## config.mk

```make
export PLATFORM = sky130hd
export DESIGN_NAME = uart_core
export DESIGN_NICKNAME = d
export VERILOG_FILES = /design/src/rtl/uart_pkg.sv /design/src/rtl/uart_core.sv /design/src/rtl/uart_rx_fifo.sv /design/src/rtl/uart_rx.sv /design/src/rtl/uart_tx.sv
export SDC_FILE = /design/constraint.sdc
export NUM_CORES = 1
export LEC_CHECK = 0
export BUFFER_PORTS_ARGS = -buffer_cell sky130_fd_sc_hd__buf_4
export CAP_MARGIN = 15
export CORE_ASPECT_RATIO = 1.4
export CORE_UTILIZATION = 55
export CTS_CLUSTER_SIZE = 16
export DETAILED_ROUTE_END_ITERATION = 10
export PLACE_DENSITY = 0.71
export SLEW_MARGIN = 20
export SYNTH_ARGS = -nofsm -noshare
export SYNTH_HDL_FRONTEND = slang
export SYNTH_SLANG_ARGS = --single-unit
```

## constraint.sdc

```tcl
create_clock -name clk -period 2.7 [get_ports clk]
set_input_delay 0 -clock clk [delete_from_list [all_inputs] [get_ports clk]]
set_output_delay 0 -clock clk [all_outputs]
set_load 0.005 [all_outputs]
```

## src/rtl/uart_pkg.sv

```systemverilog
`default_nettype none

package uart_pkg;

  // Fixed frame format: 8 data bits, no parity, 1 stop bit
  localparam int UART_DATA_BITS = 8;

  // One character on the serial line or on a byte stream
  typedef logic [UART_DATA_BITS-1:0] uart_byte_t;

  // Index of the data bit currently on the line
  typedef logic [$clog2(UART_DATA_BITS)-1:0] uart_bit_idx_t;

  // Transmitter FSM
  typedef enum logic [1:0] {
    TX_IDLE,
    // Start bit is being driven low
    TX_START,
    TX_DATA,
    // Stop bit is being driven high
    TX_STOP
  } uart_tx_state_e;

  // Receiver FSM
  typedef enum logic [1:0] {
    // Waiting for a falling edge on the synchronized line
    RX_IDLE,
    // Counting to the middle of the start bit
    RX_START,
    // Sampling data bits at mid-bit
    RX_DATA,
    // Sampling the stop bit
    RX_STOP
  } uart_rx_state_e;

endpackage

`default_nettype wire
```

## src/rtl/uart_core.sv

```systemverilog
`timescale 1ns/1ps
`default_nettype none

module uart_core #(
  parameter int CLOCK_FREQ = 100_000_000,
  parameter int BAUD_RATE  = 115_200,
  parameter int FIFO_DEPTH = 8
) (
  input  logic                 clk,
  input  logic                 rst_n,
  input  logic                 utx_valid,
  input  uart_pkg::uart_byte_t utx_data,
  output logic                 utx_ready,
  output logic                 urx_valid,
  output uart_pkg::uart_byte_t urx_data,
  input  logic                 urx_ready,
  output logic                 frame_err,
  output logic                 overrun,
  output logic                 utx_pin,
  input  logic                 urx_pin
);
  import uart_pkg::*;

  // Bit period in clocks, rounded down
  localparam int CLKS_PER_BIT = CLOCK_FREQ / BAUD_RATE;

  // Mid-bit sampling needs a few clocks per bit
  if (CLKS_PER_BIT < 4) begin : g_bad_baud
    $error("uart_core: CLOCK_FREQ / BAUD_RATE must be at least 4");
  end

  // Receiver to FIFO stream
  logic       rx_valid;
  uart_byte_t rx_data;
  logic       rx_ready;

  uart_tx #(
    .CLKS_PER_BIT(CLKS_PER_BIT)
  ) tx0 (
    .clk      (clk),
    .rst_n    (rst_n),
    .utx_valid(utx_valid),
    .utx_data (utx_data),
    .utx_ready(utx_ready),
    .utx_pin  (utx_pin)
  );

  uart_rx #(
    .CLKS_PER_BIT(CLKS_PER_BIT)
  ) rx0 (
    .clk      (clk),
    .rst_n    (rst_n),
    .urx_pin  (urx_pin),
    .rx_valid (rx_valid),
    .rx_data  (rx_data),
    .rx_ready (rx_ready),
    .frame_err(frame_err)
  );

  uart_rx_fifo #(
    .FIFO_DEPTH(FIFO_DEPTH)
  ) fifo0 (
    .clk      (clk),
    .rst_n    (rst_n),
    .rx_valid (rx_valid),
    .rx_data  (rx_data),
    .rx_ready (rx_ready),
    .urx_valid(urx_valid),
    .urx_data (urx_data),
    .urx_ready(urx_ready),
    .overrun  (overrun)
  );

endmodule

`default_nettype wire

```

## src/rtl/uart_rx_fifo.sv

```systemverilog
`timescale 1ns/1ps
`default_nettype none

module uart_rx_fifo #(
  parameter int FIFO_DEPTH = 8
) (
  input  logic                 clk,
  input  logic                 rst_n,
  input  logic                 rx_valid,
  input  uart_pkg::uart_byte_t rx_data,
  output logic                 rx_ready,
  output logic                 urx_valid,
  output uart_pkg::uart_byte_t urx_data,
  input  logic                 urx_ready,
  output logic                 overrun
);
  import uart_pkg::*;

  localparam int AW = $clog2(FIFO_DEPTH);

  uart_byte_t mem [FIFO_DEPTH];
  // Extra MSB tells full from empty
  logic [AW:0] wr_ptr;
  logic [AW:0] rd_ptr;
  logic [AW:0] count;
  logic        full;
  logic        wr_en;
  logic        rd_en;

  // Serial line cannot be paused, so never push back
  assign rx_ready  = 1'b1;
  assign count     = wr_ptr - rd_ptr;
  assign full      = (count == (AW + 1)'(FIFO_DEPTH));
  assign urx_valid = (wr_ptr != rd_ptr);
  // Head entry shows straight away
  assign urx_data  = mem[rd_ptr[AW-1:0]];
  assign rd_en     = urx_valid && urx_ready;
  // A read in the same cycle frees the slot for the write
  assign wr_en     = rx_valid && rx_ready && (!full || rd_en);

  always_ff @(posedge clk) begin
    if (!rst_n) begin
      wr_ptr  <= '0;
      rd_ptr  <= '0;
      overrun <= 1'b0;
    end else begin
      if (wr_en) begin
        wr_ptr <= wr_ptr + 1'b1;
      end
      if (rd_en) begin
        rd_ptr <= rd_ptr + 1'b1;
      end
      // Incoming byte dropped, stored ones kept
      overrun <= rx_valid && full && !rd_en;
    end
  end

  always_ff @(posedge clk) begin
    if (wr_en) begin
      mem[wr_ptr[AW-1:0]] <= rx_data;
    end
  end

  a_count_bound: assert property (@(posedge clk) disable iff (!rst_n)
    count <= (AW + 1)'(FIFO_DEPTH))
    else $error("uart_rx_fifo: fill count above depth");

  // Head byte must not move under a stalled reader
  a_head_stable: assert property (@(posedge clk) disable iff (!rst_n)
    (urx_valid && !urx_ready) |=> $stable(urx_data))
    else $error("uart_rx_fifo: head byte changed while stalled");

endmodule

`default_nettype wire

```

## src/rtl/uart_rx.sv

```systemverilog
`timescale 1ns/1ps
`default_nettype none

module uart_rx #(
  parameter int CLKS_PER_BIT = 16
) (
  input  logic                 clk,
  input  logic                 rst_n,
  input  logic                 urx_pin,
  output logic                 rx_valid,
  output uart_pkg::uart_byte_t rx_data,
  input  logic                 rx_ready,
  output logic                 frame_err
);
  import uart_pkg::*;

  localparam int CNT_W = $clog2(CLKS_PER_BIT);
  localparam logic [CNT_W-1:0] BIT_LAST  = CNT_W'(CLKS_PER_BIT - 1);
  // Middle of the start bit, counted from the falling edge
  localparam logic [CNT_W-1:0] HALF_LAST = CNT_W'(CLKS_PER_BIT / 2 - 1);
  localparam uart_bit_idx_t    IDX_LAST  = uart_bit_idx_t'(UART_DATA_BITS - 1);

  uart_rx_state_e   state;
  logic [CNT_W-1:0] clk_cnt;
  uart_bit_idx_t    bit_idx;
  uart_byte_t       shift;
  logic             rx_meta;
  logic             rx_sync;
  logic             rx_prev;
  logic             bit_done;
  logic             start_edge;

  assign bit_done   = (clk_cnt == BIT_LAST);
  // Falling edge also means the line was high first
  assign start_edge = rx_prev && !rx_sync;

  // Two-flop synchronizer plus one stage for edge detection
  always_ff @(posedge clk) begin
    if (!rst_n) begin
      rx_meta <= 1'b1;
      rx_sync <= 1'b1;
      rx_prev <= 1'b1;
    end else begin
      rx_meta <= urx_pin;
      rx_sync <= rx_meta;
      rx_prev <= rx_sync;
    end
  end

  always_ff @(posedge clk) begin
    if (!rst_n) begin
      state     <= RX_IDLE;
      clk_cnt   <= '0;
      bit_idx   <= '0;
      rx_valid  <= 1'b0;
      frame_err <= 1'b0;
    end else begin
      frame_err <= 1'b0;
      // Hold the byte until the FIFO takes it
      if (rx_valid && rx_ready) begin
        rx_valid <= 1'b0;
      end
      case (state)
        RX_IDLE: begin
          clk_cnt <= '0;
          if (start_edge) begin
            state <= RX_START;
          end
        end
        RX_START: begin
          if (clk_cnt == HALF_LAST) begin
            clk_cnt <= '0;
            bit_idx <= '0;
            // A glitch shorter than half a bit is not a start
            state   <= rx_sync ? RX_IDLE : RX_DATA;
          end else begin
            clk_cnt <= clk_cnt + 1'b1;
          end
        end
        RX_DATA: begin
          if (bit_done) begin
            clk_cnt <= '0;
            if (bit_idx == IDX_LAST) begin
              state <= RX_STOP;
            end else begin
              bit_idx <= bit_idx + 1'b1;
            end
          end else begin
            clk_cnt <= clk_cnt + 1'b1;
          end
        end
        RX_STOP: begin
          if (bit_done) begin
            clk_cnt <= '0;
            state   <= RX_IDLE;
            // Good stop bit gives a byte, a low one gives an error
            if (rx_sync) begin
              rx_valid <= 1'b1;
            end else begin
              frame_err <= 1'b1;
            end
          end else begin
            clk_cnt <= clk_cnt + 1'b1;
          end
        end
        default: state <= RX_IDLE;
      endcase
    end
  end

  // Data arrives LSB first, so shift in from the top
  always_ff @(posedge clk) begin
    if (state == RX_DATA && bit_done) begin
      shift <= {rx_sync, shift[UART_DATA_BITS-1:1]};
    end
    if (state == RX_STOP && bit_done && rx_sync) begin
      rx_data <= shift;
    end
  end

  // Each frame ends in a byte or an error, never both
  a_valid_err_excl: assert property (@(posedge clk) disable iff (!rst_n)
    !(rx_valid && frame_err))
    else $error("uart_rx: byte and framing error in the same cycle");

endmodule

`default_nettype wire

```

## src/rtl/uart_tx.sv

```systemverilog
`timescale 1ns/1ps
`default_nettype none

module uart_tx #(
  parameter int CLKS_PER_BIT = 16
) (
  input  logic                 clk,
  input  logic                 rst_n,
  input  logic                 utx_valid,
  input  uart_pkg::uart_byte_t utx_data,
  output logic                 utx_ready,
  output logic                 utx_pin
);
  import uart_pkg::*;

  localparam int CNT_W = $clog2(CLKS_PER_BIT);
  // Last cycle of a bit period
  localparam logic [CNT_W-1:0] BIT_LAST = CNT_W'(CLKS_PER_BIT - 1);
  localparam uart_bit_idx_t IDX_LAST = uart_bit_idx_t'(UART_DATA_BITS - 1);

  uart_tx_state_e   state;
  logic [CNT_W-1:0] clk_cnt;
  uart_bit_idx_t    bit_idx;
  uart_byte_t       shift;
  logic             bit_done;

  // Only accept a new byte when the line is idle
  assign utx_ready = (state == TX_IDLE);
  assign bit_done  = (clk_cnt == BIT_LAST);

  always_ff @(posedge clk) begin
    if (!rst_n) begin
      state   <= TX_IDLE;
      clk_cnt <= '0;
      bit_idx <= '0;
      // Idle line level is high
      utx_pin <= 1'b1;
    end else begin
      // Bit-period counter wraps at the end of every bit
      if (state == TX_IDLE || bit_done) begin
        clk_cnt <= '0;
      end else begin
        clk_cnt <= clk_cnt + 1'b1;
      end
      case (state)
        TX_IDLE: begin
          if (utx_valid) begin
            // Start bit goes out on the edge right after acceptance
            state   <= TX_START;
            utx_pin <= 1'b0;
            bit_idx <= '0;
          end
        end
        TX_START: begin
          if (bit_done) begin
            state   <= TX_DATA;
            // LSB first
            utx_pin <= shift[0];
          end
        end
        TX_DATA: begin
          if (bit_done) begin
            if (bit_idx == IDX_LAST) begin
              state   <= TX_STOP;
              utx_pin <= 1'b1;
            end else begin
              bit_idx <= bit_idx + 1'b1;
              utx_pin <= shift[0];
            end
          end
        end
        TX_STOP: begin
          // Ready comes back after the full stop bit
          if (bit_done) begin
            state <= TX_IDLE;
          end
        end
        default: state <= TX_IDLE;
      endcase
    end
  end

  // Shift register holds the bits still to be sent
  always_ff @(posedge clk) begin
    if (utx_valid && utx_ready) begin
      shift <= utx_data;
    end else if (bit_done && (state == TX_START || state == TX_DATA)) begin
      shift <= shift >> 1;
    end
  end

  // Line must rest high between frames
  a_idle_line_high: assert property (@(posedge clk) disable iff (!rst_n)
    (state == TX_IDLE) |-> utx_pin)
    else $error("uart_tx: line low while idle");

endmodule

`default_nettype wire

```

# Word level (Yosys, flattened, before mapping)
# Memory sizes are Yosys's and may differ from the RTL's. A register that Yosys moved wholly into a read port is not among the register bits.
# Index checks and enable logic that the tools add are counted.
classes:
  n_addsub: 7
  n_eq_ne: 25
  n_mux: 37
  bitwise: 1
  reduce_logical: 30
ops:
  columns: ["op", "count"]
  rows:
  - ["case mux 10 bit (3 select lines)", 1]
  - ["two-way mux 3 bit", 8]
  - ["two-way mux 2 bit", 11]
  - ["adder 10 x 1 -> 10 bit (second input constant)", 2]
  - ["equality test 10 bit (second input constant)", 2]
  - ["two-way mux 10 bit", 2]
  - ["inequality test 2 x 1 -> 1 bit (second input constant)", 9]
  - ["two-way mux 8 bit", 2]
  - ["case mux 2 bit (4 select lines)", 2]
  - ["case mux 3 bit (2 select lines)", 2]
  - ["AND reduction 4 bit", 3]
  - ["equality test 10 x 9 -> 1 bit (second input constant)", 1]
  - ["logical AND 1 bit", 10]
  - ["AND reduction 5 bit", 2]
  - ["adder 4 x 1 -> 4 bit (second input constant)", 2]
  - ["equality test 2 bit (second input constant)", 4]
  - ["two-way mux 1 bit", 8]
  - ["adder 3 x 1 -> 3 bit (second input constant)", 2]
  - ["equality test 3 bit (second input constant)", 2]
  - ["inequality test 2 bit (second input constant)", 3]
  - ["nonzero test 2 bit", 3]
  - ["equality test 2 x 1 -> 1 bit (second input constant)", 2]
  - ["equality test 4 bit (second input constant)", 1]
  - ["logical NOT 2 bit", 2]
  - ["other kinds (9)", 14]
word_totals:
  reg_bits: 69
  ramBits: 64
  in_bits: 13
  output_inout_bits: 13
  word_cells: 119
  memories: 1
mem_list:
  columns: ["memory", "depth", "word_bits", "read_ports", "rd_ports_with_merged_regs", "write_ports", "line", "text"]
  rows:
  - ["fifo0.mem", 8, 8, 1, 1, 1, "uart_rx_fifo.sv:21", "uart_byte_t mem [FIFO_DEPTH];"]

# Depth between registers and ports, before layout
logic_depth:
  ltp_word: 7
  mapped_depth: 7
  mapped_depth_nobuf: 7

# Modules after synthesis
# From an unflattened synthesis, not the netlist that was laid out.
hier_totals:
  cells_unflattened: 403
  area_unflattened_um2: 5756.8
by_module_without_submodules:
  columns: ["mod", "instances", "cells_per_inst", "area_per_inst_um2", "seq_area_each_um2"]
  rows:
  - ["uart_rx_fifo", 1, 166, 3121.7, 2162.1]
  - ["uart_rx", 1, 122, 1463.9, 880.8]
  - ["uart_tx", 1, 115, 1171.1, 560.5]

# Least setup slack after synthesis
# No wires, ideal clock.
synth_timing:
  kind: "register to register"
  startpoint: "register fifo0.wr_ptr[0]"
  endpoint: "memory fifo0.mem[1][0] in the netlist's numbering (enable)"
  setup_time_ns: 0.366
  t_arrival_ns: 1.874
  t_required_ns: 2.334
  slack_ns: 0.460
  path_stages_with_launch: 7
  n_path_buf: 0
  period_less_slack_ns: 2.240
  cell_sequence: "dfxtp_1 > inv_1 > ha_1 > a41oi_4 > nor3_4 > a21boi_4 > nor4b_4"
synth_between:
  elab_chain_len: 7
  elab_cells_between_ends: 9
  cone_classes: "add/sub: 1; eq/ne: 2; mux: 2; reduce/logical: 4"
synth_rtl:
  columns: ["item", "line", "text"]
  rows:
  - ["start: declaration", "uart_rx_fifo.sv:23", "logic [AW:0] wr_ptr;"]
  - ["start signal: assignment", "uart_rx_fifo.sv:48", "wr_ptr <= wr_ptr + 1'b1;"]
  - ["subtractor 4 bit", "uart_rx_fifo.sv:32", "assign count = wr_ptr - rd_ptr;"]
  - ["equality test 4 bit", "uart_rx_fifo.sv:33", "assign full = (count == (AW + 1)'(FIFO_DEPTH));"]
  - ["logical NOT 1 bit", "uart_rx_fifo.sv:39", "assign wr_en = rx_valid && rx_ready && (!full || rd_en);"]
  - ["logical OR 1 bit", "uart_rx_fifo.sv:39", null]
  - ["logical AND 1 bit", "uart_rx_fifo.sv:39", null]
  - ["two-way mux 1 bit", "uart_rx_fifo.sv:59", "if (wr_en) begin"]
  - ["two-way mux 1 bit (not written as such)", "uart_rx_fifo.sv:60", "mem[wr_ptr[AW-1:0]] <= rx_data;"]
  - ["end: declaration", "uart_rx_fifo.sv:21", null]
# Parallel ways exist; a longest one is shown, timed or not.

# Worst setup path after layout
layout_timing:
  startpoint: "register fifo0.rd_ptr[2]"
  endpoint: "memory fifo0.mem[3][6] in the netlist's numbering (enable)"
layout_between:
  elab_chain_len: 7
  elab_cells_between_ends: 9
  cone_classes: "add/sub: 1; eq/ne: 2; mux: 2; reduce/logical: 4"
layout_rtl:
  columns: ["item", "line", "text"]
  rows:
  - ["start: declaration", "uart_rx_fifo.sv:24", "logic [AW:0] rd_ptr;"]
  - ["start signal: assignment", "uart_rx_fifo.sv:51", "rd_ptr <= rd_ptr + 1'b1;"]
  - ["subtractor 4 bit", "uart_rx_fifo.sv:32", null]
  - ["equality test 4 bit", "uart_rx_fifo.sv:33", null]
  - ["logical NOT 1 bit", "uart_rx_fifo.sv:39", null]
  - ["logical OR 1 bit (*)", "uart_rx_fifo.sv:39", null]
  - ["logical AND 1 bit (*)", "uart_rx_fifo.sv:39", null]
  - ["two-way mux 1 bit (*)", "uart_rx_fifo.sv:59", null]
  - ["two-way mux 1 bit (not written as such) (*)", "uart_rx_fifo.sv:60", null]
# Every way passes the cells marked *; elsewhere a longest branch is shown, timed or not.

==> results summary <==
The tightest min-delay check is of the primary input to flip-flop type. The length of the first detailed-routing pass in iterations came out at 4. After synthesis, the largest family of logic cells by area is simple AND/OR/NAND/NOR gates.

The number of flops mapped to enable cells by yosys came out at 88. The slowest cell on the critical path is sky130_fd_sc_hd__and4b_1. The run finished with clean final reports. The count of pins on the block boundary is 26. Dividing the synthesized area by the synthesized cell count gives 14.5 um2. The final number of max-transition violations came out at 0. The floorplan step defined a core boundary enclosing 0.00995 mm2. TritonCTS built the clock tree.

The die outline width came out at 87.5 um. Along the worst path, the maximum fanout reaches 9. The total number of H-tree levels came out at 4. The detailed router used layers up to and including met4. Along the worst hold path, the cell count comes to 5. The flip-flop cell with the highest count after synthesis is sky130_fd_sc_hd__edfxtp_1. The worst setup path is captured at a flip-flop. The final critical path time including I/O delays and setup came out at 2.48 ns. The post-CTS setup buffer count is 0.

The total number of placement rows came out at 43. Summed over all layers, the routed wires come to 9690 um. Post-CTS repair changed the size of 0 cells. The worst-case IR drop observed on VDD is 0.500 mV. The startpoint identified for the worst hold timing path is utx_valid. Clock latency on the worst-skew pair, taken at its later pin, is 0.41 ns. The fraction of layout cells with a size suffix above 1 came out at 22.4%. The die height came out at 122 um.

The fmax is 403 MHz. The total setup violations reported at the end of the flow is 0. The buffer levels on the longest clock path came out at 2. The remaining max-slew budget at the tightest pin is 33.1%. After Yosys synthesis, full adders, half adders and majority gates account for 3.56% of the synthesized area.

The overall track demand over capacity in global routing is 20.7%. The number of global-route vias before repair came to 3194. The largest net degree at the start of global routing is 33. The share of synthesized flip-flops with an asynchronous set or reset is 0%.

The worst setup skew after layout is 0.00518 ns. For this design, the sink count on the clock tree is 136. The critical path is of the flip-flop to flip-flop type. The most common cell after layout, fill and taps aside is sky130_fd_sc_hd__edfxtp_1.

The arrival time at the worst endpoint is 2.55 ns. The effective utilization at floorplan came out at 56.6%. The met3 layer wire length in the routed design came out at 319 um.

In this run the critical register-to-register path is launched from fifo0.rd_ptr[2]. The initial DRC count is 182. The xor and xnor fraction of the mapped netlist area is 3.71%. The post-synthesis simple-gate area fraction is 12.2%. The total negative slack for setup checks came out at 0 ns.

After layout, the design draws a total of 4910 uW. The count of input and output buffers is 25. Leaving out filler cells and counting taps, the final layout contains 582. The warning count from the yosys run is 0. The total global routing overflow came out at 0. After detailed routing, the number of vias per cell comes to 5.38. The number of antenna violations at the first check in global routing came out at 0. The worst register-to-register path ends at fifo0.mem[3][6]. The net count of the finished layout is 464.

The routed design uses 5310 um of met2 wire. Setup slack on the worst reg-to-reg path comes out at 0.22 ns. The top cell types in the final layout, fill and taps aside, are 88 x sky130_fd_sc_hd__edfxtp_1, 48 x sky130_fd_sc_hd__dfxtp_1, 32 x sky130_fd_sc_hd__nor2_1, 32 x sky130_fd_sc_hd__buf_4, 21 x sky130_fd_sc_hd__nand2_1. The critical path goes through inv_1 -> ha_1 -> a21oi_1 -> nand2_1 -> xor2_1 -> buf_4 -> a21boi_4 -> and4b_1.

After synthesis the cells add up to 0.00563 mm2. The first global-routing pass estimated 15500 um of wire. The multiplexer share of the synthesized area is 11.4%. The gate count after technology mapping came out at 387.

The synthesis-stage register bit count came out at 136. The kind of start point of the critical path is a flip-flop. The required time of the critical path is 2.77 ns. 0 antenna diodes ended up in the layout. Setup repair after global routing left no endpoint under its margin. The static leakage power came out at 0.00237 uW. The worst path uses 91.9% of the clock period. The total via count after detailed routing is 3131. The number of max-cap violations came out at 0.

After detailed placement, the design holds a cell count of 539. Power spread over the standard cell area amounts to 734 mW/mm2. At the pin with the least slew margin, the transition time is 1.00 ns.

The congestion estimate from routability-driven global placement came to 0.818. The final-report hold violation count is 0. The complex-gate fraction of the synthesized area is 3.36%. The worst hold path terminates at tx0.utx_pin.

The critical path's largest stage delay is 0.50 ns. In this run the remaining antenna-violating nets after routing total 0. The depth of the worst register-to-register path came out at 8. The part of the Yosys area used for sequential elements came out at 64.0%.

The number of DRC violations after detailed routing is 0. The post-CTS clock slew at the launch and capture registers of the worst setup and hold paths is 0.05 ns. The netlist uses 47 different library cells. Detailed placement finished with a half-perimeter wire length of 6470 um.

The wire length on met1 is 3840 um. At the end of the flow the core is filled with cells to 67.1%. In this run, post-CTS hold repair placed 12 buffers. The CTS buffer count is 17. The post-detailed-route wirelength per cell came out at 16.6 um. The clock tree root buffer cell is sky130_fd_sc_hd__clkbuf_16. The synthesized net count is 416. The area added between synthesis and finish is 18.7%. The full die area is 0.0106 mm2.
sequential cells by signal, summed over array words and instances (netlist names), named ones only:
signal / count
fifo0.mem: 64
rx0.rx_sync: 1
fifo0.overrun: 1
tx0.bit_idx: 3
tx0.utx_pin: 1
rx0.frame_err: 1
fifo0.rd_ptr: 4
tx0.shift: 8
rx0.rx_meta: 1
rx0.shift: 8
rx0.clk_cnt: 10
rx0.rx_valid: 1
tx0.state: 2
fifo0.wr_ptr: 4
rx0.bit_idx: 3
rx0.rx_prev: 1
tx0.clk_cnt: 10
rx0.rx_data: 8
rx0.state: 1
critical path, delay by kind of cell, from the launching register on:
| kind | cells | cell delay [ns] |
|---|---|---|
| AOI/OAI and AO/OA | 2 | 0.45 |
| xor gates and xnor gates | 1 | 0.15 |
| adders and majority gates | 1 | 0.38 |
| buffers and inverters | 2 | 0.22 |
| DFF | 1 | 0.36 |
| and+or+nand+nor | 2 | 0.58 |
through the flow:
stage | hold slack [ns] | setup slack [ns] | cell area (um2)
floorplan | 0.101 | 0.460 | 5630
global placement | 0.188 | 0.296 | 5980
detailed placement | 0.192 | 0.236 | 5980
CTS | 0.147 | 0.222 | 6680
global route | 0.190 | 0.0424 | 6680
finish | 0.162 | 0.219 | 6680
layer usage:
layer / GRT usage [%] / vias up
met5: 0 / -
met1: 21.9 / 1527
met2: 36.0 / 62
li1: - / 1524
met3: 7.11 / 18
met4: 10.5 / 0
how the worst max path moves through the flow:
stage / startpoint / to / slack [ns] / cells after the start
after CTS: fifo0.rd_ptr[2] / fifo0.mem[3][6] / 0.22 / 8
final: fifo0.rd_ptr[2] / fifo0.mem[3][6] / 0.22 / 8
after floorplan: fifo0.wr_ptr[0] / fifo0.mem[1][0] / 0.46 / 6
after global placement: fifo0.wr_ptr[1] / fifo0.mem[3][3] / 0.30 / 7
after global routing: fifo0.wr_ptr[1] / fifo0.mem[2][6] / 0.04 / 7
after detailed placement: fifo0.rd_ptr[2] / fifo0.mem[3][1] / 0.24 / 8
final cells by class:
type,count,area (um2)
Multi-Input combinational cell,225,1920
Inverter,11,41.3
Timing Repair Buffer,44,360
Clock buffer,18,429
Tap cell,135,169
Clock inverter,13,155
Sequential cell,136,3600
Fill cell,712,3270
logic make-up after synthesis:
kind of cell               Yosys count
DFF                                136
muxes                               42
xor gates and xnor gates            23
AOI/OAI and AO/OA                   22
buffers and inverters               26
adders and majority gates           16
and+or+nand+nor                    122
synth_stat cells, types with 2 or more instances:
library cell | instances | area (um2)
sky130_fd_sc_hd__mux2_2 | 15 | 169
sky130_fd_sc_hd__o211ai_1 | 2 | 15.0
sky130_fd_sc_hd__nand3_1 | 12 | 60.1
sky130_fd_sc_hd__edfxtp_1 | 88 | 2640
sky130_fd_sc_hd__nor3_1 | 2 | 10.0
sky130_fd_sc_hd__o21ai_0 | 4 | 20.0
sky130_fd_sc_hd__xor2_1 | 12 | 105
sky130_fd_sc_hd__inv_1 | 11 | 41.3
sky130_fd_sc_hd__mux4_2 | 16 | 360
sky130_fd_sc_hd__nand4_1 | 9 | 56.3
sky130_fd_sc_hd__nor2b_1 | 7 | 43.8
sky130_fd_sc_hd__a21boi_0 | 3 | 22.5
sky130_fd_sc_hd__and4_1 | 3 | 26.3
sky130_fd_sc_hd__dfxtp_1 | 48 | 961
sky130_fd_sc_hd__ha_1 | 16 | 200
sky130_fd_sc_hd__xnor2_1 | 10 | 87.6
sky130_fd_sc_hd__a21oi_1 | 4 | 20.0
sky130_fd_sc_hd__and2_1 | 6 | 37.5
sky130_fd_sc_hd__nor2_1 | 32 | 120
sky130_fd_sc_hd__and3_1 | 6 | 37.5
sky130_fd_sc_hd__nand4b_1 | 2 | 17.5
sky130_fd_sc_hd__nand2_1 | 21 | 78.8
sky130_fd_sc_hd__and4b_1 | 2 | 20.0
sky130_fd_sc_hd__buf_1 | 3 | 11.3
sky130_fd_sc_hd__mux2i_1 | 11 | 110
sky130_fd_sc_hd__nor3b_1 | 3 | 22.5
sky130_fd_sc_hd__nand2b_1 | 8 | 50.1
sky130_fd_sc_hd__buf_2 | 3 | 15.0
sky130_fd_sc_hd__clkbuf_1 | 9 | 33.8
sky130_fd_sc_hd__o21a_1 | 2 | 15.0
where the power goes:
group | internal (uW) | switching, uW | total [uW]
registers | 2270 | 33.0 | 2300
clock network | 1440 | 832 | 2270
logic | 162 | 172 | 333
total | 3870 | 1040 | 4910
No activity file was read; power rests on OpenSTA's default activity.
